## src/common/exu_consts.svh

```systemverilog
// Width and size constants of the execution stage, included by the package and every RTL file
`ifndef EXU_CONSTS_SVH
`define EXU_CONSTS_SVH

////////////////////////////////////////////////////////////
// Datapath

// Data and address width
`define EXU_XLEN       32
`define EXU_INSTR_W    32

// Register file, x0 counted
`define EXU_RFIDX_W    5
`define EXU_RF_NUM     32

////////////////////////////////////////////////////////////
// Outstanding instruction FIFO

// Loads in flight
`define EXU_OITF_DEPTH 4
// Must cover the depth
`define EXU_ITAG_W     2

`endif

```

## src/common/exu_pkg.sv

```systemverilog
// Enums and packed structs of the execution stage, reached through exu_pkg:: scoped names
`default_nettype none

`include "exu_consts.svh"

package exu_pkg;

  ////////////////////////////////////////////////////////////
  // Encodings

  // RV32I major opcodes of the supported subset
  typedef enum logic [6:0] {
    OPC_LOAD   = 7'b0000011,
    OPC_OP_IMM = 7'b0010011,
    OPC_OP     = 7'b0110011
  } opcode_e;

  typedef enum logic [2:0] {
    ALU_ADD,
    ALU_SUB,
    ALU_AND,
    ALU_OR,
    ALU_XOR
  } alu_op_e;

  ////////////////////////////////////////////////////////////
  // Bundles

  // Instruction from fetch
  typedef struct packed {
    logic [`EXU_XLEN-1:0]    pc;
    logic [`EXU_INSTR_W-1:0] ir;
  } instr_t;

  // Load command towards the LSU
  typedef struct packed {
    logic [`EXU_XLEN-1:0]   addr;
    logic [`EXU_ITAG_W-1:0] itag;  // OITF entry of the load
  } lsu_cmd_t;

  // Long-pipe return from the LSU
  typedef struct packed {
    logic [`EXU_XLEN-1:0]   wdat;
    logic [`EXU_ITAG_W-1:0] itag;
  } lsu_wbck_t;

  // One register file write
  typedef struct packed {
    logic [`EXU_RFIDX_W-1:0] rdidx;
    logic [`EXU_XLEN-1:0]    wdat;
  } rf_wbck_t;

endpackage

`default_nettype wire

```

## src/design/exu_regfile.sv

```systemverilog
// Integer register file with x0 tied to zero, two read ports and one write port
`timescale 1ns/1ps
`default_nettype none

`include "exu_consts.svh"

module exu_regfile (
  input  wire                          clk,
  input  wire                          i_rst_n,
  // Read ports, combinational
  input  wire [`EXU_RFIDX_W-1:0]       i_rs1idx,
  input  wire [`EXU_RFIDX_W-1:0]       i_rs2idx,
  output logic [`EXU_XLEN-1:0]         o_rs1_dat,
  output logic [`EXU_XLEN-1:0]         o_rs2_dat,
  // Write port
  input  wire                          i_wen,
  input  wire exu_pkg::rf_wbck_t       i_wbck
);

  // x1 to x31 only
  logic [`EXU_XLEN-1:0] rf_q [1:`EXU_RF_NUM-1];

  always_ff @(posedge clk or negedge i_rst_n) begin
    if (!i_rst_n) begin
      for (int i = 1; i < `EXU_RF_NUM; i++) begin
        rf_q[i] <= '0;
      end
    end else if (i_wen) begin
      for (int i = 1; i < `EXU_RF_NUM; i++) begin
        if (i_wbck.rdidx == `EXU_RFIDX_W'(i)) begin
          rf_q[i] <= i_wbck.wdat;  // A write to x0 matches nothing
        end
      end
    end
  end

  assign o_rs1_dat = (i_rs1idx == '0) ? '0 : rf_q[i_rs1idx];
  assign o_rs2_dat = (i_rs2idx == '0) ? '0 : rf_q[i_rs2idx];

endmodule

`default_nettype wire

```

## src/design/exu_top.sv

```systemverilog
// Top of the execution stage, connecting dispatch, OITF, write-back and the register file
`timescale 1ns/1ps
`default_nettype none

`include "exu_consts.svh"

module exu_top (
  input  wire                          clk,
  input  wire                          i_rst_n,
  // Fetch side
  input  wire                          i_instr_valid,
  input  wire exu_pkg::instr_t         i_instr,
  output wire                          o_instr_ready,
  // Load command
  output wire                          o_lsu_cmd_valid,
  output wire exu_pkg::lsu_cmd_t       o_lsu_cmd,
  input  wire                          i_lsu_cmd_ready,
  // Long-pipe return, one pulse per load
  input  wire                          i_lsu_wbck_valid,
  input  wire exu_pkg::lsu_wbck_t      i_lsu_wbck,
  // Register file write trace
  output wire                          o_rf_wbck_ena,
  output wire exu_pkg::rf_wbck_t       o_rf_wbck
);

  wire [`EXU_XLEN-1:0]    rs1_dat;
  wire [`EXU_XLEN-1:0]    rs2_dat;
  wire [`EXU_RFIDX_W-1:0] rs1idx;
  wire [`EXU_RFIDX_W-1:0] rs2idx;
  wire [`EXU_RFIDX_W-1:0] disp_rdidx;
  wire                    rs1en;
  wire                    rs2en;
  wire                    rdwen;

  wire                    disp_oitf_ena;
  wire                    oitf_hazard;
  wire                    oitf_full;
  wire [`EXU_ITAG_W-1:0]  oitf_itag;
  wire [`EXU_RFIDX_W-1:0] ret_rdidx;
  wire                    ret_ena;

  wire                    alu_wbck_valid;
  wire exu_pkg::rf_wbck_t alu_wbck;
  wire                    alu_wbck_ready;

  ////////////////////////////////////////////////////////////
  // Dispatch (producer)
  exu_disp u_exu_disp (
    .i_instr_valid    (i_instr_valid),
    .i_instr          (i_instr),
    .o_instr_ready    (o_instr_ready),
    .i_rs1_dat        (rs1_dat),
    .i_rs2_dat        (rs2_dat),
    .o_rs1idx         (rs1idx),
    .o_rs2idx         (rs2idx),
    .o_rdidx          (disp_rdidx),
    .o_rs1en          (rs1en),
    .o_rs2en          (rs2en),
    .o_rdwen          (rdwen),
    .i_oitf_hazard    (oitf_hazard),
    .i_oitf_full      (oitf_full),
    .i_oitf_itag      (oitf_itag),
    .o_oitf_ena       (disp_oitf_ena),
    .o_lsu_cmd_valid  (o_lsu_cmd_valid),
    .o_lsu_cmd        (o_lsu_cmd),
    .i_lsu_cmd_ready  (i_lsu_cmd_ready),
    .o_alu_wbck_valid (alu_wbck_valid),
    .o_alu_wbck       (alu_wbck),
    .i_alu_wbck_ready (alu_wbck_ready)
  );

  ////////////////////////////////////////////////////////////
  // OITF (buffer)
  exu_oitf u_exu_oitf (
    .clk         (clk),
    .i_rst_n     (i_rst_n),
    .i_dis_ena   (disp_oitf_ena),
    .i_dis_rdidx (disp_rdidx),
    .i_rs1idx    (rs1idx),
    .i_rs2idx    (rs2idx),
    .i_rdidx     (disp_rdidx),   // Same index checked for WAW
    .i_rs1en     (rs1en),
    .i_rs2en     (rs2en),
    .i_rdwen     (rdwen),
    .o_hazard    (oitf_hazard),
    .o_full      (oitf_full),
    .o_dis_itag  (oitf_itag),
    .i_ret_ena   (ret_ena),
    .o_ret_rdidx (ret_rdidx)
  );

  ////////////////////////////////////////////////////////////
  // Write-back (consumer)
  exu_wbck u_exu_wbck (
    .i_lsu_wbck_valid (i_lsu_wbck_valid),
    .i_lsu_wbck       (i_lsu_wbck),
    .i_ret_rdidx      (ret_rdidx),
    .i_alu_wbck_valid (alu_wbck_valid),
    .i_alu_wbck       (alu_wbck),
    .o_alu_wbck_ready (alu_wbck_ready),
    .o_ret_ena        (ret_ena),
    .o_rf_ena         (o_rf_wbck_ena),
    .o_rf_wbck        (o_rf_wbck)
  );

  exu_regfile u_exu_regfile (
    .clk       (clk),
    .i_rst_n   (i_rst_n),
    .i_rs1idx  (rs1idx),
    .i_rs2idx  (rs2idx),
    .o_rs1_dat (rs1_dat),
    .o_rs2_dat (rs2_dat),
    .i_wen     (o_rf_wbck_ena),
    .i_wbck    (o_rf_wbck)
  );

endmodule

`default_nettype wire

```

## src/design/exu_wbck.sv

```systemverilog
// Write-back arbiter giving returning loads priority over ALU results into the register file
`timescale 1ns/1ps
`default_nettype none

`include "exu_consts.svh"

module exu_wbck (
  // Long-pipe return, no ready since it always wins
  input  wire                          i_lsu_wbck_valid,
  input  wire exu_pkg::lsu_wbck_t      i_lsu_wbck,
  input  wire [`EXU_RFIDX_W-1:0]       i_ret_rdidx,
  // ALU result
  input  wire                          i_alu_wbck_valid,
  input  wire exu_pkg::rf_wbck_t       i_alu_wbck,
  output logic                         o_alu_wbck_ready,
  // OITF retirement
  output logic                         o_ret_ena,
  // Register file write
  output logic                         o_rf_ena,
  output exu_pkg::rf_wbck_t            o_rf_wbck
);

  assign o_ret_ena        = i_lsu_wbck_valid;
  assign o_alu_wbck_ready = ~i_lsu_wbck_valid;  // ALU stalls for one cycle

  always_comb begin
    if (i_lsu_wbck_valid) begin
      // Loads return in order so the head owns this data
      o_rf_ena        = (i_ret_rdidx != '0);
      o_rf_wbck.rdidx = i_ret_rdidx;
      o_rf_wbck.wdat  = i_lsu_wbck.wdat;
    end else begin
      o_rf_ena  = i_alu_wbck_valid;
      o_rf_wbck = i_alu_wbck;
    end
  end

endmodule

`default_nettype wire

```

## src/exu_disp/exu_disp.sv

```systemverilog
// Decode and dispatch of the RV32I subset, sending ALU results to write-back and loads to the LSU
`timescale 1ns/1ps
`default_nettype none

`include "exu_consts.svh"

module exu_disp (
  // Instruction from fetch
  input  wire                          i_instr_valid,
  input  wire exu_pkg::instr_t         i_instr,
  output logic                         o_instr_ready,
  // Register file read
  input  wire [`EXU_XLEN-1:0]          i_rs1_dat,
  input  wire [`EXU_XLEN-1:0]          i_rs2_dat,
  output logic [`EXU_RFIDX_W-1:0]      o_rs1idx,
  output logic [`EXU_RFIDX_W-1:0]      o_rs2idx,
  output logic [`EXU_RFIDX_W-1:0]      o_rdidx,
  output logic                         o_rs1en,
  output logic                         o_rs2en,
  output logic                         o_rdwen,
  // OITF
  input  wire                          i_oitf_hazard,
  input  wire                          i_oitf_full,
  input  wire [`EXU_ITAG_W-1:0]        i_oitf_itag,
  output logic                         o_oitf_ena,
  // Load command
  output logic                         o_lsu_cmd_valid,
  output exu_pkg::lsu_cmd_t            o_lsu_cmd,
  input  wire                          i_lsu_cmd_ready,
  // ALU write-back
  output logic                         o_alu_wbck_valid,
  output exu_pkg::rf_wbck_t            o_alu_wbck,
  input  wire                          i_alu_wbck_ready
);

  logic [`EXU_INSTR_W-1:0] ir;
  exu_pkg::opcode_e        opc;
  logic [2:0]              funct3;
  logic [6:0]              funct7;
  logic [`EXU_XLEN-1:0]    imm;
  logic                    op_ok;
  logic                    imm_ok;
  logic                    ld_ok;
  logic                    is_alu;
  exu_pkg::alu_op_e        alu_op;
  logic [`EXU_XLEN-1:0]    op2;
  logic [`EXU_XLEN-1:0]    alu_res;

  ////////////////////////////////////////////////////////////
  // Decode

  assign ir     = i_instr.ir;
  assign opc    = exu_pkg::opcode_e'(ir[6:0]);
  assign funct3 = ir[14:12];
  assign funct7 = ir[31:25];
  assign imm    = {{(`EXU_XLEN-12){ir[31]}}, ir[31:20]};  // Sign-extended I-immediate

  // Anything outside the exact subset is taken as a no-op
  assign op_ok  = (opc == exu_pkg::OPC_OP) &
                  (((funct7 == 7'b0000000) & (funct3 inside {3'b000, 3'b100, 3'b110, 3'b111})) |
                   ((funct7 == 7'b0100000) & (funct3 == 3'b000)));
  assign imm_ok = (opc == exu_pkg::OPC_OP_IMM) &
                  (funct3 inside {3'b000, 3'b100, 3'b110, 3'b111});
  assign ld_ok  = (opc == exu_pkg::OPC_LOAD) & (funct3 == 3'b010);  // LW only
  assign is_alu = op_ok | imm_ok;

  assign o_rs1idx = ir[19:15];
  assign o_rs2idx = ir[24:20];
  assign o_rdidx  = ir[11:7];

  // x0 never takes part in a hazard
  assign o_rs1en = (is_alu | ld_ok) & (o_rs1idx != '0);
  assign o_rs2en = op_ok & (o_rs2idx != '0);
  assign o_rdwen = (is_alu | ld_ok) & (o_rdidx != '0);

  ////////////////////////////////////////////////////////////
  // ALU

  always_comb begin
    case (funct3)
      3'b100:  alu_op = exu_pkg::ALU_XOR;
      3'b110:  alu_op = exu_pkg::ALU_OR;
      3'b111:  alu_op = exu_pkg::ALU_AND;
      default: alu_op = (op_ok & funct7[5]) ? exu_pkg::ALU_SUB : exu_pkg::ALU_ADD;
    endcase
  end

  assign op2 = op_ok ? i_rs2_dat : imm;

  always_comb begin
    case (alu_op)
      exu_pkg::ALU_SUB: alu_res = i_rs1_dat - op2;
      exu_pkg::ALU_AND: alu_res = i_rs1_dat & op2;
      exu_pkg::ALU_OR:  alu_res = i_rs1_dat | op2;
      exu_pkg::ALU_XOR: alu_res = i_rs1_dat ^ op2;
      default:          alu_res = i_rs1_dat + op2;
    endcase
  end

  ////////////////////////////////////////////////////////////
  // Issue

  assign o_alu_wbck_valid = i_instr_valid & is_alu & o_rdwen & ~i_oitf_hazard;
  assign o_alu_wbck.rdidx = o_rdidx;
  assign o_alu_wbck.wdat  = alu_res;

  // Raised without looking at ready
  assign o_lsu_cmd_valid = i_instr_valid & ld_ok & ~i_oitf_hazard & ~i_oitf_full;
  assign o_lsu_cmd.addr  = i_rs1_dat + imm;
  assign o_lsu_cmd.itag  = i_oitf_itag;
  assign o_oitf_ena      = o_lsu_cmd_valid & i_lsu_cmd_ready;  // Allocate on handshake

  always_comb begin
    if (i_oitf_hazard) begin
      o_instr_ready = 1'b0;
    end else if (ld_ok) begin
      o_instr_ready = ~i_oitf_full & i_lsu_cmd_ready;
    end else if (is_alu & o_rdwen) begin
      o_instr_ready = i_alu_wbck_ready;
    end else begin
      o_instr_ready = 1'b1;  // Nothing to write
    end
  end

endmodule

`default_nettype wire

```

## src/exu_oitf/exu_oitf.sv

```systemverilog
// Outstanding-instruction FIFO holding pending load destinations, with itag allocation and hazard match
`timescale 1ns/1ps
`default_nettype none

`include "exu_consts.svh"

module exu_oitf (
  input  wire                          clk,
  input  wire                          i_rst_n,
  // Allocation from dispatch
  input  wire                          i_dis_ena,
  input  wire [`EXU_RFIDX_W-1:0]       i_dis_rdidx,
  // Operands of the instruction in dispatch
  input  wire [`EXU_RFIDX_W-1:0]       i_rs1idx,
  input  wire [`EXU_RFIDX_W-1:0]       i_rs2idx,
  input  wire [`EXU_RFIDX_W-1:0]       i_rdidx,
  input  wire                          i_rs1en,
  input  wire                          i_rs2en,
  input  wire                          i_rdwen,
  output logic                         o_hazard,
  output logic                         o_full,
  output logic [`EXU_ITAG_W-1:0]       o_dis_itag,
  // Retirement from write-back
  input  wire                          i_ret_ena,
  output logic [`EXU_RFIDX_W-1:0]      o_ret_rdidx
);

  logic [`EXU_RFIDX_W-1:0]   rdidx_q [`EXU_OITF_DEPTH];
  logic [`EXU_OITF_DEPTH-1:0] vld_q;
  logic [`EXU_ITAG_W:0]      alc_q;   // Wrap bit on top of the index
  logic [`EXU_ITAG_W:0]      ret_q;
  logic [`EXU_ITAG_W-1:0]    alc_idx;
  logic [`EXU_ITAG_W-1:0]    ret_idx;

  // Next ring position, flipping the wrap bit past the last entry
  function automatic logic [`EXU_ITAG_W:0] ptr_inc(input logic [`EXU_ITAG_W:0] p);
    logic [`EXU_ITAG_W-1:0] idx;
    idx = p[`EXU_ITAG_W-1:0];
    if (idx == `EXU_ITAG_W'(`EXU_OITF_DEPTH - 1)) begin
      return {~p[`EXU_ITAG_W], {`EXU_ITAG_W{1'b0}}};
    end
    return p + 1'b1;
  endfunction

  assign alc_idx     = alc_q[`EXU_ITAG_W-1:0];
  assign ret_idx     = ret_q[`EXU_ITAG_W-1:0];
  assign o_full      = (alc_idx == ret_idx) & (alc_q[`EXU_ITAG_W] != ret_q[`EXU_ITAG_W]);
  assign o_dis_itag  = alc_idx;           // The tail slot is the itag
  assign o_ret_rdidx = rdidx_q[ret_idx];  // Head is the oldest load

  ////////////////////////////////////////////////////////////
  // Pointers and valid bits

  always_ff @(posedge clk or negedge i_rst_n) begin
    if (!i_rst_n) begin
      alc_q <= '0;
      ret_q <= '0;
      vld_q <= '0;
    end else begin
      // Never the same slot: no allocate when full, no retire when empty
      if (i_ret_ena) begin
        ret_q          <= ptr_inc(ret_q);
        vld_q[ret_idx] <= 1'b0;
      end
      if (i_dis_ena) begin
        alc_q          <= ptr_inc(alc_q);
        vld_q[alc_idx] <= 1'b1;
      end
    end
  end

  always_ff @(posedge clk) begin
    if (i_dis_ena) begin
      rdidx_q[alc_idx] <= i_dis_rdidx;
    end
  end

  ////////////////////////////////////////////////////////////
  // Hazard match, RAW on sources and WAW on the destination

  always_comb begin
    o_hazard = 1'b0;
    for (int i = 0; i < `EXU_OITF_DEPTH; i++) begin
      if (vld_q[i] & ((i_rs1en & (rdidx_q[i] == i_rs1idx)) |
                      (i_rs2en & (rdidx_q[i] == i_rs2idx)) |
                      (i_rdwen & (rdidx_q[i] == i_rdidx)))) begin
        o_hazard = 1'b1;
      end
    end
  end

endmodule

`default_nettype wire

```

## config.mk

```make
export PLATFORM = sky130hd
export DESIGN_NAME = exu_top
export DESIGN_NICKNAME = d
export VERILOG_FILES = /design/src/common/exu_pkg.sv /design/src/design/exu_regfile.sv /design/src/design/exu_top.sv /design/src/design/exu_wbck.sv /design/src/exu_disp/exu_disp.sv /design/src/exu_oitf/exu_oitf.sv
export VERILOG_INCLUDE_DIRS = /design/src /design/src/common
export SDC_FILE = /design/constraint.sdc
export NUM_CORES = 2
export LEC_CHECK = 0
export CAP_MARGIN = 20
export CORE_ASPECT_RATIO = 1.1
export CORE_MARGIN = 3
export CORE_UTILIZATION = 50
export CTS_CLUSTER_SIZE = 25
export DETAILED_ROUTE_END_ITERATION = 12
export DONT_BUFFER_PORTS = 1
export PLACE_DENSITY = 0.67
export SYNTH_ARGS = -nofsm -noshare
export SYNTH_HDL_FRONTEND = slang
export SYNTH_SLANG_ARGS = --single-unit
```

## constraint.sdc

```tcl
create_clock -name clk -period 10.65 [get_ports clk]
set_clock_uncertainty 0.05 [all_clocks]
set_input_delay 2.13 -clock clk [delete_from_list [all_inputs] [get_ports clk]]
set_output_delay 2.13 -clock clk [all_outputs]
set_load 0.005 [all_outputs]
```

== After elaboration in Yosys (flattened, before gate mapping) ==
Memories as Yosys holds them, arrays and structs flattened.
Cells that the tools add are included.
Widths: inputs -> output; s select.

* Word-level logic and storage cells: 243
* Output and inout port bits: 74
* Input port bits: 103
* Memories kept: 1
* Flip-flop bits (word level): 1,002
* Memory bits (writable): 20

* Muxes and demuxes: 37
* Equal/unequal tests: 59
* $lt $le $gt $ge: 6
* Bitwise logic cells: 59
* Reductions and logical operators: 42
* $add $sub $neg: 5

{| class="wikitable"
|+ Memories
! name !! words !! bits a word !! rd ports !! clocked after Yosys merged registers in !! write ports !! RTL line !! text
|-
| u_exu_oitf.rdidx_q || 4 || 5 || 5 || 0 || 1 || exu_oitf.sv:28 || <nowiki>logic [`EXU_RFIDX_W-1:0] rdidx_q [`EXU_OITF_DEPTH];</nowiki>
|}

{| class="wikitable"
|+ Operators by type and width
! operator !! number
|-
| $bmux 32 s5 || 2
|-
| $mux 32 || 7
|-
| $pmux 32 s4 || 1
|-
| $eq 5x5->1 const B || 16
|-
| $add 32x32->32 || 2
|-
| $reduce_and 2->1 || 31
|-
| $eq 5x5->1 || 12
|-
| $eq 5x4->1 const B || 8
|-
| $mux 37 || 1
|-
| $and 1x1->1 || 35
|-
| $and 32x32->32 || 1
|-
| $or 32x32->32 || 1
|-
| $sub 32x32->32 || 1
|-
| $xor 32x32->32 || 1
|-
| $eq 5x3->1 const B || 4
|-
| $reduce_bool 5->1 || 4
|-
| $mux 1 || 17
|-
| $eq 7x6->1 const B || 2
|-
| $eq 3x3->1 const B || 4
|-
| $ge 6x6->1 const B || 2
|-
| $mux 3 || 4
|-
| $not 5->6 || 2
|-
| $or 1x1->1 || 11
|-
| $eq 5x2->1 const B || 2
|-
| other kinds (23) || 37
|}

== Depth between registers and ports, before layout ==
* Depth after elaboration: 22
* Mapped depth: 31
* Mapped depth without buffers: 25

== Cells and area by module ==
A second synthesis with hierarchy kept.

* Cells, all modules: 4,726
* Area, all modules: 62,402.3 um^2

{| class="wikitable"
|+ Modules (own cells, without submodules)
! module !! seq. area each (um^2) !! cells each !! area an instance (um^2) !! times used
|-
| exu_regfile || 24,823.8 || 3,552 || 53,568.9 || 1
|-
| exu_disp || 0.0 || 959 || 6,372.4 || 1
|-
| exu_oitf || 850.8 || 168 || 1,969.4 || 1
|-
| exu_wbck || 0.0 || 47 || 491.7 || 1
|}

== Least setup slack after synthesis ==
OpenSTA, ideal clock, no wires.

* Path type: input to output
* Start point: input i_instr[15] (netlist bit)
* End point: output o_rf_wbck[30] (netlist bit)
* Path slack: 574 ps
* Data arrival time: 7,896 ps
* Required time: 8,470 ps
* Buffers on the path: 5
* Stages: 21
* Path through: clkbuf_1 > clkbuf_1 > clkbuf_1 > buf_1 > mux4_2 > mux4_2 > mux2i_1 > ha_1 > inv_1 > fa_1 > a21o_1 > a21oi_1 > o211ai_1 > a32oi_1 > a211oi_1 > o21ai_0 > nand2_1 > a221oi_1 > nand3_1 > a32oi_1 > clkbuf_1

{| class="wikitable"
|+ RTL lines
! item !! RTL line !! text
|-
| start: declaration || exu_top.sv:12 || <nowiki>input wire exu_pkg::instr_t i_instr,</nowiki>
|-
| end: declaration || exu_top.sv:23 || <nowiki>output wire exu_pkg::rf_wbck_t o_rf_wbck</nowiki>
|}

==> flow_results.org <==
** Run status
- Status :: complete, but fails checks
- Violated checks :: negative setup slack

** Drt
- Routed wire per std cell :: 32.06 um
- Total Wirelength :: 220400 um
- Vias per std cell :: 6.793
- The first routing iteration left 5836 violations.
- In the routed design, unresolved DRC markers number 0.
- For this block, the via count after detailed routing is 46690.
- Remaining antenna violation count after routing :: 0
- Length of the first detailed-routing pass in iterations :: 6

** Timing
- The worst path in the final design needs a cycle of 10.73 ns, including I/O delays and setup.
- The final hold violation count was 0.
- Highest attainable clock frequency :: 93.24 MHz
- Worst hold margin :: 0.4424 ns
- Unrepaired setup endpoints after global routing :: true
- Number of endpoints failing setup at the final stage :: 7
- At the pin with the least slew margin, the transition time is 1.404 ns.
- Pins Over Slew Limit :: 0
- Final WS setup :: -0.07508 ns
- Dividing the final minimum period by the clock period gives 1.007.
- Headroom to the max-slew limit came out at 0.06404.

** Yosys
- Mux share of post-synthesis cell area :: 0.2961
- Warning count from the yosys run :: 0
- Number of unique standard cell types used by synthesis :: 81
- Of the total synthesized cell area, the portion taken by AND, OR, NAND and NOR gates is 0.09724.
- Post-synthesis cell area :: 61040 um^2
- Number of flip-flops and latches in the synthesized netlist :: 1022
- Parity-gate share of the synthesized area counting xor and xnor cells :: 0.02052
- Mapped Cells :: 5359
- Of all flip-flops after synthesis, the portion carrying an async set or reset was 0.9804.
- Dividing the synthesized area by the synthesized cell count gives 11.39 um^2.
- After synthesis, the largest family of logic cells by area is multiplexers.
- For this run, the leading register cell type out of synthesis is dfrtp_1.
- Of the total synthesized cell area, the portion taken by full adders, half adders and majority gates is 0.02833.
- Mapped Nets :: 5599
- Of the synthesized area, sequential elements account for 0.4206.
- The share of the synthesized area in compound gates (AO/OA/AOI/OAI) was 0.09490.
- Yosys mapped a number of flops with a built-in enable equal to 20.

** Global routing
- The initial antenna violation count is 8.
- The number of global-route vias before repair was 45150.
- Combined global-route utilization of all metal layers :: 0.3463
- Largest net degree at the start of global routing :: 263
- Summed over all layers, the global routing overflow is 0.
- The first global-routing pass estimated 317600 um of wire.

** Floorplanning
- Number of placement rows :: 133
- Chip height :: 372.5 um
- Number of top-level pins :: 177
- Initial cell density of the core :: 0.5074
- Full die area :: 126300 um^2
- Area of the core :: 120300 um^2
- Die extent in x :: 339.1 um

** CTS
- Clock tree from TritonCTS :: built
- Inserted Clock Buffers :: 105
- CTS saw 1022 sinks.
- The later pin in the worst-skew pair is clocked with a latency of 0.76 ns.
- The H-tree was split into 3 levels.
- Clock root buffer :: clkbuf_16
- Hold repair after CTS inserted 0 buffers.
- After clock tree synthesis, the clock-pin slew on the worst setup and hold paths is 0.05 ns.
- The clock passes through at most 3 buffers.

** Worst setup path
- Along the worst path, the maximum fanout reaches 255.
- Sort of element at the end of the critical path :: primary output
- STA puts the critical path data required time at 8.47 ns.
- Data arrival time of the critical path :: 8.55 ns
- The worst setup path is launched from an input port.
- Worst setup path category :: input port to primary output

** Placement
- Routability-driven placement finished with a final weighted congestion of 0.9922.
- Post-Place Cell Area :: 62730 um^2
- Summed over all nets, the half-perimeter wirelength after detailed placement is 129400 um.
- Port buffering added 0 buffers.
- OpenSTA, run right after detailed placement, puts the worst setup slack at 0.07037 ns.

** Layout
- Most frequent cells in the layout :: dfrtp_1 (1002), nand2_1 (937), mux4_2 (535), mux2_2 (470), o21ai_0 (321)
- Summing all multi-input logic gate instances after layout gives 33240 um^2.
- Fillcell total :: 10010
- Share of layout cells above drive strength 1 :: 0.2803
- Final cell area excluding filler cells :: 66690 um^2
- The library cell used most frequently in the layout, excluding fill and tap cells, is dfrtp_1.
- Sequential cell area :: 25670 um^2
- Number of nets in the final layout :: 5404
- Layout area overhead :: 9.259%

** Power and ir drop
- Across the VDD grid, the largest voltage drop is 0.1472 mV.
- Total power of the final layout :: 17.58 mW
- Summed over all cells, the static leakage comes to 29.12 nW.
- In this run the power density over the cells is 263.6 nW/um^2.

** Hold path
- The min-delay analysis places its worst path in the category flop to flop.

** Job
- Across the run, the number of max-cap violations was 0.
power breakdown:
group	switching [mW]	total (mW)	leakage (nW)	internal, mW
Sequential	1.25	6.82	13.0	5.57
Combinational	3.38	6.74	14.3	3.36
Clock	1.66	4.02	1.85	2.36
Total	6.29	17.6	29.1	11.3
logic make-up after synthesis:
| group | Yosys count |
|---|---|
| simple gates | 1443 |
| mux | 1078 |
| flops | 1022 |
| compound gates | 920 |
| buf+inv | 616 |
| xor+xnor | 143 |
| fa+ha+maj | 137 |
repair_timing:
item,CTS,global route
setup endpoints to repair,0,12
resized for setup,0,22
buffers inserted,0,6
per-layer routing:
layer | up-vias | track usage | routed length (um)
li1 | 19180 | - | -
met4 | 12 | 0.1813 | 12560
met3 | 599 | 0.1211 | 30020
met5 | - | 0 | 82
met2 | 2890 | 0.5045 | 95340
met1 | 24010 | 0.4586 | 82360
sequential cells by signal, summed over array words and instances, names as in the netlist:
name	cells
u_exu_oitf.vld_q	4
u_exu_regfile.rf_q	992
u_exu_oitf.alc_q	3
u_exu_oitf.ret_q	3
u_exu_oitf.rdidx_q	20
worst max-delay path, cell delays in order:
cell and delay, ns:
nor2b_4 0.64, buf_12 0.26, a221oi_1 0.14, o31ai_1 0.94, a221oi_4 0.19, nand3_1 0.17, or3_1 0.19, nor2_2 0.09
a21oi_1 0.22, xnor2_1 0.10, ha_1 0.41, a21o_1 0.20, a21o_1 0.18, a21oi_1 0.13, o21ai_0 0.28, o21ai_0 0.32
a21boi_0 0.14, o21a_1 0.21, o21ai_0 0.21, a31oi_2 0.14, nor2_1 0.65
cell usage after synthesis (all sizes together) (84+ instances only):
cell type,number,area share
clkbuf,325,0.020
nor2,284,0.018
dfrtp,1002,0.41
mux4,535,0.20
ha,135,0.028
xnor2,84,0.012
a21oi,219,0.018
o21ai,333,0.027
inv,146,0.0090
buf,144,0.013
nand2,938,0.058
mux2,471,0.087
path summary, 6_finish.rpt:
check | from | end | slack, ns | cells after the start
max | i_instr[20] | o_rf_wbck[21] | -0.08 | 21
min | u_exu_regfile.rf_q[186]$_DFFE_PN0P_ | u_exu_regfile.rf_q[186]$_DFFE_PN0P_ | 0.44 | 2
max reg2reg | u_exu_regfile.rf_q[1]$_DFFE_PN0P_ | u_exu_regfile.rf_q[221]$_DFFE_PN0P_ | 3.96 | 24
min reg2reg | u_exu_regfile.rf_q[186]$_DFFE_PN0P_ | u_exu_regfile.rf_q[186]$_DFFE_PN0P_ | 0.44 | 2
max in group asynchronous | i_rst_n | u_exu_regfile.rf_q[845]$_DFFE_PN0P_ | 6.25 | 4
min in group asynchronous | i_rst_n | u_exu_regfile.rf_q[636]$_DFFE_PN0P_ | 1.05 | 0
area by class of cell:
cell class,count,share of cell area
Sequential cell,1022,0.3850
Inverter,147,0.008292
Tap cell,1620,0.03039
Multi-Input combinational cell,3721,0.4985
Clock buffer,149,0.04688
Timing Repair Buffer,167,0.02157
Clock inverter,45,0.009324
Antenna cell,3,0.0001126
metrics by stage:
stage / TNS [ns] / cells / util
floorplan: 0 / 5359 / -
global placement: 0 / 6666 / 0.5212
detailed placement: 0 / 6667 / 0.5214
CTS: 0 / 6861 / 0.5525
global route: -0.01968 / 6871 / 0.5543
finish: -0.3791 / 6874 / 0.5543
Note: power is estimated with default switching activity, not from simulation.
